`src/zmem_pkg.sv`:
```
package zmem_pkg;

	// cpu side data byte and address
	typedef logic [7:0]  byte_t;
	typedef logic [15:0] zaddr_t;

	// dram data word, two byte lanes
	typedef logic [15:0] word_t;

	// 16k page number, one per window
	typedef logic [7:0]  page_t;

	// dram word address: page then za[13:1]
	typedef logic [20:0] dram_addr_t;

	// speed select
	// 00 is 3.5 MHz, 01 is 7 MHz, 1x is 14 MHz
	typedef logic [1:0]  turbo_t;

	// dram phases, one step per fclk
	typedef enum logic [1:0]
	{
		c0,
		c1,
		c2,
		c3
	} dram_phase_t;

	// one cpu word request to the sequencer
	typedef struct packed
	{
		logic       rnw;
		dram_addr_t addr;
		byte_t      wrdata;
		// high byte lane on write
		logic       wrbsel;
	} dram_req_t;

	// word address bits kept by the store
	// pages above 3 alias onto 0..3
	localparam int STORE_ADDR_BITS = 15;
	typedef logic [STORE_ADDR_BITS-1:0] store_addr_t;

	// full phase rounds between refresh slots
	localparam int REFRESH_PERIOD = 64;
	localparam int REFRESH_BITS = $clog2(REFRESH_PERIOD);
	typedef logic [REFRESH_BITS-1:0] refresh_cnt_t;

	// zclk half periods in fclk cycles
	localparam int ZCLK_HALF_14 = 2;
	localparam int ZCLK_HALF_7 = 4;
	localparam int ZCLK_HALF_35 = 8;

	// counter wide enough for the slowest half period
	localparam int ZCLK_CNT_BITS = $clog2(ZCLK_HALF_35);
	typedef logic [ZCLK_CNT_BITS-1:0] zclk_cnt_t;

endpackage

```
`src/mem_manager.sv`:
```
`timescale 1ns/1ns

module mem_manager import zmem_pkg::*;
(
	input  logic            fclk,
	input  logic            rst_n,
	input  logic            zpos,
	input  logic            zneg,
	input  dram_phase_t     phase,
	input  zaddr_t          za,
	input  byte_t           zd_in,
	input  logic            m1_n,
	input  logic            rfsh_n,
	input  logic            mreq_n,
	input  logic            iorq_n,
	input  logic            rd_n,
	input  logic            wr_n,
	input  turbo_t          turbo,
	input  page_t [3:0]     win_page,
	input  logic  [3:0]     win_romnram,
	input  logic            romrw_en,
	output byte_t           zd_out,
	output logic            zd_ena,
	output logic            romoe_n,
	output logic            romwe_n,
	output logic            csrom,
	output logic  [4:0]     rompg,
	output logic            req,
	output dram_req_t       req_data,
	input  logic            next,
	input  logic            strobe,
	input  word_t           rddata,
	output logic            cpu_stall
);

	// window decode
	logic [1:0] win;
	page_t      page;
	logic       romnram;
	dram_addr_t word_addr;

	// bus cycle kinds
	logic opfetch;
	logic memrd;
	logic memwr;
	logic r_mreq_n;
	logic dram_beg;

	// read word and cache tag
	word_t      rd_buf;
	dram_addr_t cached_addr;
	logic       cached_valid;
	logic       cache_hit;

	// 14 MHz stall parts
	logic stall14_ini;
	logic stall14_cyc;
	logic stall14_cycrd;
	logic stall14_cycwr;
	logic stall14_fin;
	logic pending_req;
	logic rnw_r;

	// 3.5/7 MHz request edge detect
	logic ramreq;
	logic ramrd;
	logic ramwr;
	logic ramrd_reg;
	logic ramwr_reg;
	logic req_357;

	// io cycle start
	logic io;
	logic io_r;

	assign win       = za[15:14];
	assign page      = win_page[win];
	assign romnram   = win_romnram[win];
	assign word_addr = {page, za[13:1]};

	// rom chip controls straight from the pins
	assign rompg   = page[4:0];
	assign csrom   = romnram;
	assign romoe_n = rd_n | mreq_n;
	assign romwe_n = wr_n | mreq_n | ~romrw_en;

	// drive the cpu bus on ram reads only
	assign zd_ena = ~mreq_n & ~rd_n & ~romnram;

	assign opfetch = ~mreq_n & ~m1_n;
	assign memrd   = ~mreq_n & ~rd_n;
	assign memwr   = ~mreq_n & rd_n & rfsh_n;

	assign cache_hit = cached_valid && (cached_addr == word_addr);

	// mreq as seen on the previous falling edge
	// refresh counts as idle
	always_ff @(posedge fclk or negedge rst_n)
	begin
		if (!rst_n)
			r_mreq_n <= 1'b1;
		else if (zneg)
			r_mreq_n <= mreq_n | ~rfsh_n;
	end

	// first falling edge of a ram cycle that needs dram
	assign dram_beg = (!cache_hit || memwr) && zneg && r_mreq_n &&
		!romnram && !mreq_n && rfsh_n;

	// 14 MHz waits by phase at dram_beg
	// fetch c3 +3 .. c0 +6, read c3 +2 .. c0 +5
	// writes wait only on a refresh slot
	assign stall14_ini = dram_beg && (!next || opfetch || memrd);
	assign stall14_cyc = memwr ? (!next || stall14_cycwr) : stall14_cycrd;

	// reads hold until accepted at c3
	always_ff @(posedge fclk or negedge rst_n)
	begin
		if (!rst_n)
			stall14_cycrd <= 1'b0;
		else if (next && phase == c3)
			stall14_cycrd <= 1'b0;
		else if (dram_beg && (phase != c3 || !next) && (opfetch || memrd))
			stall14_cycrd <= 1'b1;
	end

	// a write pushed back by refresh holds the cpu until taken
	always_ff @(posedge fclk or negedge rst_n)
	begin
		if (!rst_n)
			stall14_cycwr <= 1'b0;
		else if (next && phase == c3)
			stall14_cycwr <= 1'b0;
		else if (!next && phase == c3 && (pending_req || dram_beg) && memwr)
			stall14_cycwr <= 1'b1;
	end

	// wait after acceptance for the data to come back
	always_ff @(posedge fclk or negedge rst_n)
	begin
		if (!rst_n)
			stall14_fin <= 1'b0;
		else if (stall14_fin && (opfetch ? (phase == c2) : (memrd && phase == c1)))
			stall14_fin <= 1'b0;
		else if (next && phase == c3 && req && (opfetch || memrd))
			stall14_fin <= 1'b1;
	end

	// request stays up until the c3 that takes it
	always_ff @(posedge fclk or negedge rst_n)
	begin
		if (!rst_n)
			pending_req <= 1'b0;
		else if (next && phase == c3)
			pending_req <= 1'b0;
		else if (dram_beg)
			pending_req <= 1'b1;
	end

	// direction kept for the held request
	always_ff @(posedge fclk)
	begin
		if (dram_beg)
			rnw_r <= !memwr;
	end

	// slow modes make one request per ram read or write
	// edge taken on c3 unless stalled
	assign ramreq = ~mreq_n & ~romnram & rfsh_n;
	assign ramrd  = ramreq & ~rd_n;
	assign ramwr  = ramreq & ~wr_n;

	always_ff @(posedge fclk or negedge rst_n)
	begin
		if (!rst_n)
		begin
			ramrd_reg <= 1'b0;
			ramwr_reg <= 1'b0;
		end
		else if (phase == c3 && !cpu_stall)
		begin
			ramrd_reg <= ramrd;
			ramwr_reg <= ramwr;
		end
	end

	assign req_357 = (ramrd & ~ramrd_reg) | (ramwr & ~ramwr_reg);

	assign cpu_stall = turbo[1] ? (stall14_ini | stall14_cyc | stall14_fin) :
		(req_357 & ~next);
	assign req = turbo[1] ? (pending_req | dram_beg) : req_357;

	always_comb
	begin
		req_data.rnw    = turbo[1] ? (dram_beg ? !memwr : rnw_r) : ramrd;
		req_data.addr   = word_addr;
		req_data.wrdata = zd_in;
		req_data.wrbsel = za[0];
	end

	// word from the sequencer
	always_ff @(posedge fclk)
	begin
		if (strobe)
			rd_buf <= rddata;
	end

	// byte chosen by za[0]
	assign zd_out = za[0] ? rd_buf[15:8] : rd_buf[7:0];

	// io cycle start seen on rising zclk
	assign io = ~iorq_n;

	always_ff @(posedge fclk or negedge rst_n)
	begin
		if (!rst_n)
			io_r <= 1'b0;
		else if (zpos)
			io_r <= io;
	end

	// drop the cached word on rom access, write or io start
	always_ff @(posedge fclk or negedge rst_n)
	begin
		if (!rst_n)
			cached_valid <= 1'b0;
		else if ((zneg && r_mreq_n && !mreq_n && rfsh_n && romnram) ||
			(zneg && r_mreq_n && memwr) ||
			(io && !io_r && zpos))
			cached_valid <= 1'b0;
		else if (strobe)
			cached_valid <= 1'b1;
	end

	// tag is the full dram address so remapping a window cannot hit
	always_ff @(posedge fclk)
	begin
		if (strobe)
			cached_addr <= word_addr;
	end

endmodule

```
`config.mk`:
```
export PLATFORM = sky130hd
export DESIGN_NAME = mem_manager
export DESIGN_NICKNAME = d
export VERILOG_FILES = /design/src/zmem_pkg.sv /design/src/mem_manager.sv
export SDC_FILE = /design/constraint.sdc
export NUM_CORES = 1
export LEC_CHECK = 0
export BUFFER_PORTS_ARGS = -buffer_cell sky130_fd_sc_hd__buf_2
export CORE_UTILIZATION = 48
export DETAILED_ROUTE_END_ITERATION = 6
export PLACE_DENSITY = 0.83
export SLEW_MARGIN = 30
export SYNTH_ARGS = -nofsm -noshare
export SYNTH_HDL_FRONTEND = slang
export SYNTH_SLANG_ARGS = --single-unit
```
`constraint.sdc`:
```
create_clock -name fclk -period 3.9 [get_ports fclk]
set_input_delay 0.195 -clock fclk [delete_from_list [all_inputs] [get_ports fclk]]
set_output_delay 0.195 -clock fclk [all_outputs]
set_load 0.01 [all_outputs]
```
==> results of run 1 <==
==> routing by layer <==
layer	GRT usage (%)	vias up
li1	-	865
met1	21.5	876
met2	30.8	97
met3	5.35	2
met4	3.98	0
met5	0	-
==> final timing paths <==
| path | startpoint | to | depth (start not counted) |
|---|---|---|---|
| worst max-delay path | cached_addr[11] | cpu_stall | 7 |
| min in group asynchronous | rst_n | ramwr_reg | 2 |
| worst min register to register | r_mreq_n | r_mreq_n | 2 |
| worst max register to register | cached_addr[11] | rnw_r | 6 |
| worst min-delay path | rddata[9] | rd_buf[9] | 1 |
| max in group asynchronous | rst_n | r_mreq_n | 2 |
==> critical path, stage by stage (launching register included) <==
cell and delay [ps]:
edfxtp_1 400, xnor2_1 150, nand4_1 120, or4_1 590, nor4_4 460, or2_0 340
o21ai_0 140, buf_2 150
==> through the flow <==
stage,hold WS (ps),power [W]
finish,78.9,0.00112
global route,62.1,0.00118
CTS,68.9,0.00114
detailed placement,64.3,0.000858
global placement,59.7,0.000847
floorplan,-101,0.000772
==> layout by cell type (no fill, tap or decap), types with 2 or more instances in the layout <==
master and n:
a21oi_1 4, a31oi_1 2, a41oi_1 2, buf_2 125
clkbuf_8 5, dfrtp_1 8, edfxtp_1 37, inv_1 3
mux2_2 9, mux2_4 2, mux4_1 8, nand2_1 5
nand3_1 3, nand4_1 4, nor2_1 6, nor3_1 3
o21ai_0 4, or2_2 2, xnor2_1 20
==> report_power, final <==
| part | switching (W) | leakage, nW | total, W | internal (W) |
|---|---|---|---|---|
| clock network | 0.000152 | 0.0412 | 0.000277 | 0.000125 |
| logic | 0.000111 | 0.821 | 0.000232 | 0.000120 |
| registers | 0.0000206 | 0.485 | 0.000613 | 0.000592 |
==> final cells by class <==
cell class,instances,area [sq um]
timing repair buffer,126,636
inverter,3,11.3
clock inverter,2,12.5
multi-input combinational,100,952
tap,70,87.6
fill,417,1980
clock buffer,6,72.6
sequential,47,1360
==> kinds of logic after synthesis <==
group | count (synthesis) | share of synthesized area, %
buf+inv | 33 | 9.29
simple gates | 37 | 9.29
mux | 21 | 14.7
xor+xnor | 21 | 7.22
compound gates | 21 | 6.19
flops | 47 | 53.3
==> repair_timing <==
action | in CTS | in global routing
gates resized for setup | 0 | 0
endpoints found under the hold margin | 9 | 0
hold buffers | 1 | 0
==> run_summary.xml, run 1 <==
<?xml version="1.0" encoding="UTF-8"?>
<metrics>
  <group name="run">
    <metric name="max_cap_violations" unit="">0</metric>
  </group>
  <group name="cts">
    <metric name="worst_path_clk_slew" unit="ps">80</metric>
    <metric name="cts-htree-levels" unit="">2</metric>
    <metric name="cts_sink_count" unit="">47</metric>
    <metric name="cts_inserted_buffers" unit="">5</metric>
    <metric name="cts_tree" unit="">built</metric>
    <metric name="clkLatencyLatePin" unit="ps">290</metric>
    <metric name="cts_setup_buffers" unit="">0</metric>
    <metric name="clock-root-buffer" unit="">clkbuf_8</metric>
    <metric name="clk_path_buf_depth" unit="">2</metric>
  </group>
  <group name="routing">
    <metric name="top_signal_layer_used" unit="">met4</metric>
    <metric name="routed_wire_length_per_instance" unit="um">13.9</metric>
    <metric name="remaining_drc_errors" unit="">0</metric>
    <metric name="drt_pre_antenna_iters" unit="">4</metric>
    <metric name="detail_route.iter0.violations" unit="">121</metric>
    <metric name="dr_wl_met2" unit="mm">2.49</metric>
    <metric name="postRouteAntennaNets" unit="">0</metric>
    <metric name="met3_wirelength" unit="um">393</metric>
    <metric name="routed-via-count" unit="">1840</metric>
    <metric name="via_per_inst" unit="">5.20</metric>
    <metric name="finalWirelength" unit="mm">4.91</metric>
    <metric name="route.layer.met1.wl" unit="mm">1.99</metric>
  </group>
  <group name="timing">
    <metric name="final.setup_skew" unit="ps">3.67</metric>
    <metric name="post-route-worst-setup-slack" unit="ps">1060</metric>
    <metric name="max_slew.worst_pin.slew" unit="ps">824</metric>
    <metric name="final.min_clock_period" unit="ps">2840</metric>
    <metric name="timing.fmax" unit="MHz">352</metric>
    <metric name="report.final.setup_viol" unit="">0</metric>
    <metric name="final_min_period_over_clock_period" unit="%">72.8</metric>
    <metric name="worst_max_slew_margin_expressed_relative_to_the_limit" unit="%">45.1</metric>
    <metric name="hold_viol_final" unit="">0</metric>
    <metric name="report.final.slew_viol_count" unit="">0</metric>
    <metric name="unrepaired_setup_endpoints_after_global_routing" unit="">no</metric>
    <metric name="setup_total_negative_slack" unit="ps">0</metric>
  </group>
  <group name="worst_hold_path">
    <metric name="worstHoldPathType" unit="">primary input to flip-flop</metric>
  </group>
  <group name="synth">
    <metric name="postSynth.topFlopCell" unit="">edfxtp_1</metric>
    <metric name="synth.cells.most_frequent" unit="">37 x edfxtp_1, 28 x buf_4, 20 x xnor2_1</metric>
    <metric name="most_frequent_cell_after_synthesis" unit="">edfxtp_1</metric>
    <metric name="synth_cell_types" unit="">48</metric>
    <metric name="synth-edff-count" unit="">37</metric>
    <metric name="ys_top_cells_by_area" unit="">edfxtp_1 44%, buf_4 8.3%, mux4_1 8.3%</metric>
    <metric name="postSynth.asyncResetShare" unit="%">19.1</metric>
    <metric name="yosys_register_bits" unit="">47</metric>
    <metric name="syn-num-nets" unit="">273</metric>
    <metric name="post-synth-top-area-cell" unit="">edfxtp_1</metric>
    <metric name="synthesis_warnings" unit="">0</metric>
    <metric name="syn_avg_cell_area" unit="sq um">14.1</metric>
    <metric name="synth.top_cell.area_share" unit="%">43.6</metric>
    <metric name="synth.yosys.seq_area_share" unit="%">53.3</metric>
    <metric name="netlist_area" unit="sq um">2550</metric>
    <metric name="synthesis.instances" unit="">180</metric>
  </group>
  <group name="place">
    <metric name="detailedPlace.worstSlack" unit="ps">1200</metric>
    <metric name="hpwl" unit="mm">3.92</metric>
    <metric name="dpl.cell_count" unit="">345</metric>
    <metric name="input_output_buffers" unit="">125</metric>
    <metric name="placed_cell_area" unit="sq um">3030</metric>
    <metric name="gp_congestion" unit="">0.853</metric>
  </group>
  <group name="floorplanning">
    <metric name="fp.dieH" unit="um">74.8</metric>
    <metric name="top_level_ports" unit="">143</metric>
    <metric name="placementRows" unit="">26</metric>
    <metric name="core_region_area" unit="sq um">5110</metric>
    <metric name="design.die.area" unit="sq um">5600</metric>
    <metric name="die_width" unit="um">74.8</metric>
    <metric name="floorplan.initialDensity" unit="%">49.9</metric>
  </group>
  <group name="global_routing">
    <metric name="vias_in_the_first_global_route" unit="">1657</metric>
    <metric name="grt_antenna_before_repair" unit="">0</metric>
    <metric name="grt_max_degree" unit="">39</metric>
    <metric name="grt_pass1_wl" unit="mm">7.29</metric>
    <metric name="globalRouteOverflowTotal" unit="">0</metric>
    <metric name="groute.usage.overall" unit="%">17.6</metric>
  </group>
  <group name="critical_path">
    <metric name="worst_path_required_time" unit="ps">3700</metric>
    <metric name="timing.reg2reg.setup_slack" unit="ps">1350</metric>
    <metric name="critical_path_class" unit="">flip-flop to output pin</metric>
    <metric name="critPathArrivalTime" unit="ps">2640</metric>
    <metric name="critical_path.max_fanout" unit="">5</metric>
    <metric name="critical_path.startpoint_type" unit="">flip-flop</metric>
    <metric name="end_kind" unit="">output pin</metric>
  </group>
  <group name="cells_and_area">
    <metric name="top_register" unit="">cached_addr</metric>
    <metric name="largestRegisters" unit="">cached_addr (21), rd_buf (16)</metric>
    <metric name="finalInstanceArea" unit="sq um">3130</metric>
    <metric name="antenna-diode-count" unit="">0</metric>
    <metric name="synthToLayoutAreaGrowth" unit="%">22.9</metric>
    <metric name="design.final.nets" unit="">376</metric>
    <metric name="final_cell_count_no_fill" unit="">354</metric>
    <metric name="finalCoreUtilization" unit="%">61.3</metric>
    <metric name="flip_flop_count_of_the_largest_register_all_copies_and_words_added" unit="">21</metric>
    <metric name="final_layout_size_suffix_gt1_share" unit="%">53.9</metric>
  </group>
  <group name="outcome">
    <metric name="outcome" unit="">completed</metric>
  </group>
  <group name="power_and_ir_drop">
    <metric name="worst_supply_voltage_drop_on_vdd" unit="V">0.000152</metric>
    <metric name="power-per-cell-area" unit="nW/um^2">359</metric>
    <metric name="power.leakage" unit="nW">1.35</metric>
  </group>
</metrics>
Power figures use the tool's default switching activity.
==> inputs of run 2 (changes only) <==
CORE_UTILIZATION = 44   (was 48)
PLACE_DENSITY = 0.77   (was 0.83)
clock period = 2.75 ns   (was 3.9 ns; I/O delays follow)
==> run 2 against run 1 <==
Final cell count rose by 3.7%; die area rose by 8.8%; flip-flop and latch count stayed put; largest power group unchanged; highest routed layer unchanged.
==> run_summary.xml, run 2 (synthesis results as in run 1) <==
<?xml version="1.0" encoding="UTF-8"?>
<metrics>
  <group name="cells_and_area">
    <metric name="area_taken_by_flip_flops_and_latches" unit="sq um">1360</metric>
    <metric name="synthToLayoutAreaGrowth" unit="%">27.7</metric>
    <metric name="final_cell_count_no_fill" unit="">367</metric>
    <metric name="layout.filler_cells" unit="">462</metric>
    <metric name="final_common_cell" unit="">buf_2</metric>
    <metric name="finalInstanceArea" unit="sq um">3250</metric>
    <metric name="largestRegisters" unit="">cached_addr (21), rd_buf (16)</metric>
    <metric name="flip_flop_count_of_the_largest_register_all_copies_and_words_added" unit="">21</metric>
    <metric name="multi_input_comb_area" unit="sq um">956</metric>
    <metric name="design.final.nets" unit="">387</metric>
    <metric name="antenna-diode-count" unit="">0</metric>
    <metric name="commonest_non_fill_non_tap_cells_in_the_layout" unit="">125 x buf_2, 37 x edfxtp_1, 20 x xnor2_1</metric>
    <metric name="top_register" unit="">cached_addr</metric>
    <metric name="final_layout_size_suffix_gt1_share" unit="%">52.9</metric>
  </group>
  <group name="power_and_ir_drop">
    <metric name="sw_frac_of_total" unit="%">26.4</metric>
    <metric name="power.leakage" unit="nW">1.40</metric>
    <metric name="p_switching" unit="W">0.000432</metric>
    <metric name="p_clk_share" unit="%">26.0</metric>
    <metric name="worst_supply_voltage_drop_on_vdd" unit="V">0.000234</metric>
    <metric name="power-per-cell-area" unit="nW/um^2">503</metric>
    <metric name="power.internal" unit="W">0.00120</metric>
    <metric name="share_comb_of_total_power" unit="%">20.8</metric>
    <metric name="share_seq_of_total_power" unit="%">53.2</metric>
  </group>
  <group name="floorplanning">
    <metric name="die_width" unit="um">78.1</metric>
    <metric name="placementRows" unit="">27</metric>
    <metric name="core_region_area" unit="sq um">5540</metric>
    <metric name="design.die.area" unit="sq um">6090</metric>
    <metric name="fp.dieH" unit="um">78.1</metric>
    <metric name="top_level_ports" unit="">143</metric>
    <metric name="floorplan.initialDensity" unit="%">46.0</metric>
  </group>
  <group name="critical_path">
    <metric name="critPathArrivalTime" unit="ps">2330</metric>
    <metric name="critical_path_class" unit="">flip-flop to output pin</metric>
    <metric name="path_delay_family" unit="">simple AND/OR/NAND/NOR gates</metric>
    <metric name="end_kind" unit="">output pin</metric>
    <metric name="crit_chain" unit="">xnor2_1 &gt; nand4_1 &gt; or4_4 &gt; nor4_4 &gt; buf_4 &gt; mux2i_1 &gt; o21ai_0 &gt; buf_2</metric>
    <metric name="crit_path_top_delay_cell" unit="">or4_4</metric>
    <metric name="critical_path.max_fanout" unit="">3</metric>
    <metric name="critical_path.startpoint_type" unit="">flip-flop</metric>
    <metric name="worst_path_largest_cell_delay" unit="ps">570</metric>
    <metric name="worst_path_required_time" unit="ps">2610</metric>
    <metric name="critical_path_buf_inv_count" unit="">2</metric>
  </group>
  <group name="global_routing">
    <metric name="grt_busiest_layer" unit="">met2</metric>
    <metric name="globalRouteMet2Util" unit="%">31.2</metric>
    <metric name="globalRouteOverflowTotal" unit="">0</metric>
    <metric name="groute.usage.overall" unit="%">17.6</metric>
    <metric name="grt_max_degree" unit="">39</metric>
    <metric name="grt_antenna_before_repair" unit="">0</metric>
    <metric name="met3_global_route_usage" unit="%">5.35</metric>
    <metric name="vias_in_the_first_global_route" unit="">1745</metric>
    <metric name="grt_pass1_wl" unit="mm">8.19</metric>
    <metric name="gr_met1_demand_resource" unit="%">20.2</metric>
  </group>
  <group name="timing">
    <metric name="final.min_clock_period" unit="ps">2470</metric>
    <metric name="report.final.setup_viol" unit="">0</metric>
    <metric name="setup_total_negative_slack" unit="ps">0</metric>
    <metric name="timing.fmax" unit="MHz">406</metric>
    <metric name="hold_viol_final" unit="">0</metric>
    <metric name="post-route-worst-setup-slack" unit="ps">284</metric>
    <metric name="final.setup_skew" unit="ps">5.62</metric>
    <metric name="max_slew.worst_pin.slew" unit="ps">824</metric>
    <metric name="worst_max_slew_margin_expressed_relative_to_the_limit" unit="%">45.1</metric>
    <metric name="final_min_period_over_clock_period" unit="%">89.7</metric>
    <metric name="unrepaired_setup_endpoints_after_global_routing" unit="">no</metric>
    <metric name="report.final.slew_viol_count" unit="">0</metric>
  </group>
  <group name="routing">
    <metric name="remaining_drc_errors" unit="">0</metric>
    <metric name="routed-via-count" unit="">1818</metric>
    <metric name="via_per_inst" unit="">4.95</metric>
    <metric name="postRouteAntennaNets" unit="">0</metric>
    <metric name="drt_pre_antenna_iters" unit="">4</metric>
    <metric name="detail_route.iter0.violations" unit="">36</metric>
    <metric name="finalWirelength" unit="mm">5.18</metric>
    <metric name="routed_wire_length_per_instance" unit="um">14.1</metric>
  </group>
  <group name="worst_hold_path">
    <metric name="worstHoldPathType" unit="">primary input to flip-flop</metric>
  </group>
  <group name="cts">
    <metric name="cts-htree-levels" unit="">2</metric>
    <metric name="clock-root-buffer" unit="">clkbuf_8</metric>
    <metric name="clk_path_buf_depth" unit="">2</metric>
    <metric name="clkLatencyLatePin" unit="ps">300</metric>
    <metric name="cts_sink_count" unit="">47</metric>
    <metric name="worst_path_clk_slew" unit="ps">90</metric>
    <metric name="cts_tree" unit="">built</metric>
    <metric name="cts_inserted_buffers" unit="">5</metric>
  </group>
  <group name="place">
    <metric name="input_output_buffers" unit="">125</metric>
    <metric name="dpl.cell_count" unit="">348</metric>
    <metric name="placed_cell_area" unit="sq um">3040</metric>
    <metric name="gp_congestion" unit="">0.818</metric>
    <metric name="hpwl" unit="mm">3.93</metric>
    <metric name="detailedPlace.worstSlack" unit="ps">294</metric>
  </group>
  <group name="run">
    <metric name="max_cap_violations" unit="">0</metric>
  </group>
  <group name="outcome">
    <metric name="outcome" unit="">completed</metric>
  </group>
</metrics>
-- run 2: what timing repair did --
action | in CTS | in global routing
hold buffers | 3 | 8
endpoints found under the setup margin | 0 | 2
gates resized for setup | 0 | 2
setup buffers | 0 | 0
endpoints found under the hold margin | 11 | 8
-- run 2: area by class of cell --
cell class	count	share of cell area, %
inverters	3	0.346
well taps	72	2.77
repair buffers	137	22.9
multi-input cells	100	29.4
clock buffers	5	2.12
flip-flops and latches	47	41.8
clock inverters	3	0.731
-- run 2: routing by layer --
layer  up-vias  routed length, um
li1        892                  -
met1       828               2150
met2        92               2570
met3         6                398
met4         0                 57
met5         -                  0
-- run 2: final timing paths --
path / endpoint / start / slack [ps] / cells after the start
min reg2reg: r_mreq_n / r_mreq_n / 500 / 2
max in group asynchronous: r_mreq_n / rst_n / 2290 / 2
max reg2reg: rnw_r / cached_addr[4] / 630 / 6
max: req_data[30] / cached_addr[4] / 280 / 8
min: r_mreq_n / zneg / 2 / 2
min in group asynchronous: io_r / rst_n / 210 / 2
-- run 2: power by group through the flow --
stage	Sequential, W	Combinational (W)	Clock [W]
2_1_floorplan	0.000877	0.000218	0
3_3_place_gp	0.000882	0.000323	0
3_5_place_dp	0.000885	0.000330	0
4_1_cts	0.000870	0.000334	0.000435
5_1_grt	0.000878	0.000373	0.000464
6_report	0.000870	0.000340	0.000424
-- run 2: worst reg2reg max path, delay by kind of cell, from the launching register on --
| kind | cells | cell delay [ps] |
|---|---|---|
| xor+xnor | 1 | 160 |
| mux | 1 | 350 |
| flops | 1 | 400 |
| simple gates | 4 | 1110 |
-- run 2: stage by stage --
stage	utilization [%]	hold slack, ps	power (W)
4_1_cts	57.2	0.591	0.00164
3_3_place_gp	54.9	-0.115	0.00121
6_report	58.7	2.25	0.00163
2_1_floorplan	-	-158	0.00109
3_5_place_dp	54.9	8.28	0.00121
5_1_grt	58.7	1.30	0.00171
==> inputs of run 3 (changes only) <==
CELL_PAD_IN_SITES_DETAIL_PLACEMENT = 1   (was unset)
CELL_PAD_IN_SITES_GLOBAL_PLACEMENT = 1   (was unset)
CORE_UTILIZATION = 34   (was 44)
PLACE_DENSITY = 0.78   (was 0.77)
==> run 3 against run 2 <==
Global-route usage fell by 1.9 points; largest cell class unchanged; core utilization decreased by 14 points; highest routed layer unchanged; non-clock buffer count did not move.
==> run_summary.xml, run 3 (synthesis results as in run 1) <==
<?xml version="1.0" encoding="UTF-8"?>
<metrics>
  <group name="routing">
    <metric name="remaining_drc_errors" unit="">0</metric>
    <metric name="finalWirelength" unit="mm">5.87</metric>
    <metric name="routed_wire_length_per_instance" unit="um">14.9</metric>
    <metric name="detail_route.iter0.violations" unit="">23</metric>
    <metric name="postRouteAntennaNets" unit="">0</metric>
    <metric name="drt_pre_antenna_iters" unit="">4</metric>
    <metric name="routed-via-count" unit="">1900</metric>
    <metric name="via_per_inst" unit="">4.82</metric>
  </group>
  <group name="global_routing">
    <metric name="gr_met1_demand_resource" unit="%">17.0</metric>
    <metric name="groute.usage.overall" unit="%">15.7</metric>
    <metric name="grt_max_degree" unit="">39</metric>
    <metric name="grt_pass1_wl" unit="mm">9.00</metric>
    <metric name="globalRouteMet2Util" unit="%">29.4</metric>
    <metric name="vias_in_the_first_global_route" unit="">1878</metric>
    <metric name="grt_antenna_before_repair" unit="">0</metric>
    <metric name="globalRouteOverflowTotal" unit="">0</metric>
    <metric name="met3_global_route_usage" unit="%">3.26</metric>
    <metric name="grt_busiest_layer" unit="">met2</metric>
  </group>
  <group name="critical_path">
    <metric name="crit_path_top_delay_cell" unit="">or4_1</metric>
    <metric name="critical_path.max_fanout" unit="">3</metric>
    <metric name="critical_path.startpoint_type" unit="">flip-flop</metric>
    <metric name="timing.rr.start" unit="">cached_addr[11]</metric>
    <metric name="critPathArrivalTime" unit="ps">2360</metric>
    <metric name="timing.reg2reg.setup_slack" unit="ps">560</metric>
    <metric name="worst_path_largest_cell_delay" unit="ps">600</metric>
    <metric name="critPathLaunch" unit="">cached_addr[11]</metric>
    <metric name="crit_chain" unit="">xnor2_1 &gt; nand4_1 &gt; or4_1 &gt; nor4_4 &gt; buf_4 &gt; mux2i_1 &gt; o21ai_1 &gt; buf_2</metric>
    <metric name="worst_path_required_time" unit="ps">2610</metric>
    <metric name="end_kind" unit="">output pin</metric>
    <metric name="critical_path_class" unit="">flip-flop to output pin</metric>
  </group>
  <group name="cells_and_area">
    <metric name="design.final.nets" unit="">387</metric>
    <metric name="largestRegisters" unit="">cached_addr (21), rd_buf (16)</metric>
    <metric name="final_common_cell" unit="">buf_2</metric>
    <metric name="final_cell_count_no_fill" unit="">394</metric>
    <metric name="commonest_non_fill_non_tap_cells_in_the_layout" unit="">125 x buf_2, 37 x edfxtp_1, 20 x xnor2_1</metric>
    <metric name="synthToLayoutAreaGrowth" unit="%">28.6</metric>
    <metric name="flip_flop_count_of_the_largest_register_all_copies_and_words_added" unit="">21</metric>
    <metric name="final_layout_size_suffix_gt1_share" unit="%">52.2</metric>
    <metric name="antenna-diode-count" unit="">0</metric>
    <metric name="top_register" unit="">cached_addr</metric>
    <metric name="layout.filler_cells" unit="">808</metric>
  </group>
  <group name="timing">
    <metric name="final.min_clock_period" unit="ps">2490</metric>
    <metric name="hold_viol_final" unit="">0</metric>
    <metric name="final_min_period_over_clock_period" unit="%">90.7</metric>
    <metric name="timing.fmax" unit="MHz">401</metric>
    <metric name="unrepaired_setup_endpoints_after_global_routing" unit="">no</metric>
    <metric name="max_slew.worst_pin.slew" unit="ps">848</metric>
    <metric name="setup_total_negative_slack" unit="ps">0</metric>
    <metric name="final.setup_skew" unit="ps">8.09</metric>
    <metric name="report.final.setup_viol" unit="">0</metric>
    <metric name="worst_max_slew_margin_expressed_relative_to_the_limit" unit="%">43.5</metric>
    <metric name="report.final.slew_viol_count" unit="">0</metric>
  </group>
  <group name="cts">
    <metric name="clk_path_buf_depth" unit="">2</metric>
    <metric name="cts_tree" unit="">built</metric>
    <metric name="clkLatencyLatePin" unit="ps">300</metric>
    <metric name="clock-root-buffer" unit="">clkbuf_8</metric>
    <metric name="cts_inserted_buffers" unit="">5</metric>
    <metric name="cts_setup_buffers" unit="">0</metric>
    <metric name="cts-htree-levels" unit="">2</metric>
    <metric name="cts_sink_count" unit="">47</metric>
    <metric name="worst_path_clk_slew" unit="ps">90</metric>
  </group>
  <group name="run">
    <metric name="max_cap_violations" unit="">0</metric>
  </group>
  <group name="place">
    <metric name="input_output_buffers" unit="">125</metric>
    <metric name="hpwl" unit="mm">4.51</metric>
    <metric name="dpl.cell_count" unit="">375</metric>
    <metric name="gp_congestion" unit="">0.810</metric>
  </group>
  <group name="outcome">
    <metric name="outcome" unit="">completed</metric>
  </group>
  <group name="floorplanning">
    <metric name="placementRows" unit="">31</metric>
    <metric name="die_width" unit="um">88.5</metric>
    <metric name="design.die.area" unit="sq um">7840</metric>
    <metric name="top_level_ports" unit="">143</metric>
    <metric name="core_region_area" unit="sq um">7250</metric>
    <metric name="floorplan.initialDensity" unit="%">35.1</metric>
    <metric name="fp.dieH" unit="um">88.5</metric>
  </group>
  <group name="power_and_ir_drop">
    <metric name="power-per-cell-area" unit="nW/um^2">497</metric>
    <metric name="power.leakage" unit="nW">1.39</metric>
    <metric name="worst_supply_voltage_drop_on_vdd" unit="V">0.000201</metric>
  </group>
  <group name="worst_hold_path">
    <metric name="hold_start" unit="">rddata[12]</metric>
    <metric name="worstHoldPathType" unit="">primary input to flip-flop</metric>
  </group>
</metrics>
[run 3: changes by cell type in the layout (fill, tap and decap cells not counted), sizes merged]
cell	delta
clkbuf	+1
clkinv	+1
clkinvlp	-1
inv	-1
[run 3: through the flow]
step                      hold slack [ps]  instance area, sq um  total power (W)  setup WS, ps  util, %
after floorplan                      -158                  2550          0.00109           473        -
after global placement               3.72                  3080          0.00121           324     42.4
after detailed placement             5.28                  3080          0.00122           255     42.4
after CTS                            2.88                  3250          0.00165          55.1     44.9
after global routing               -0.750                  3270          0.00171          45.7     45.1
final                                16.4                  3270          0.00163           255     45.1
[run 3: cell type report]
class	instances	area [sq um]	share of cell area, %
Multi-Input combinational cell	100	952	29.1
Clock buffer	6	72.6	2.22
Timing Repair Buffer	137	743	22.7
Inverter	3	11.3	0.344
Clock inverter	2	12.5	0.382
Sequential cell	47	1360	41.5
Tap cell	99	124	3.78
[run 3: layer usage]
metal,up-vias,share of wire [%]
met5,-,0
met3,9,6.3
met4,0,1.5
met2,90,53
li1,886,-
met1,915,39
[run 3: repair_timing]
action,CTS,global route
gates resized for setup,0,2
setup endpoints to repair,0,2
hold buffers,9,2
endpoints found under the hold margin,17,2
[run 3: final timing paths]
path                                      end  cells past startpoint
worst max-delay path             req_data[30]                      8
worst min-delay path               rd_buf[12]                      1
worst max register to register          rnw_r                      6
worst min register to register  stall14_cycrd                      2
max in group asynchronous            r_mreq_n                      2
min in group asynchronous         stall14_fin                      2
[run 3: worst max-delay path: cells and delay by family (launching register included)]
family / cells / cell delay, ps
AND/OR/NAND/NOR: 3 / 910
XOR/XNOR: 1 / 170
AO/OA/AOI/OAI: 1 / 70
buffers and inverters: 2 / 330
multiplexers: 1 / 190
flip-flops: 1 / 400
[run 3: report_power, final]
part	internal, W	total [W]	leakage (nW)	switching (W)
Sequential	0.000840	0.000870	0.485	0.0000298
Combinational	0.000181	0.000346	0.868	0.000165
Clock	0.000178	0.000410	0.0412	0.000232
Total	0.00120	0.00163	1.39	0.000427
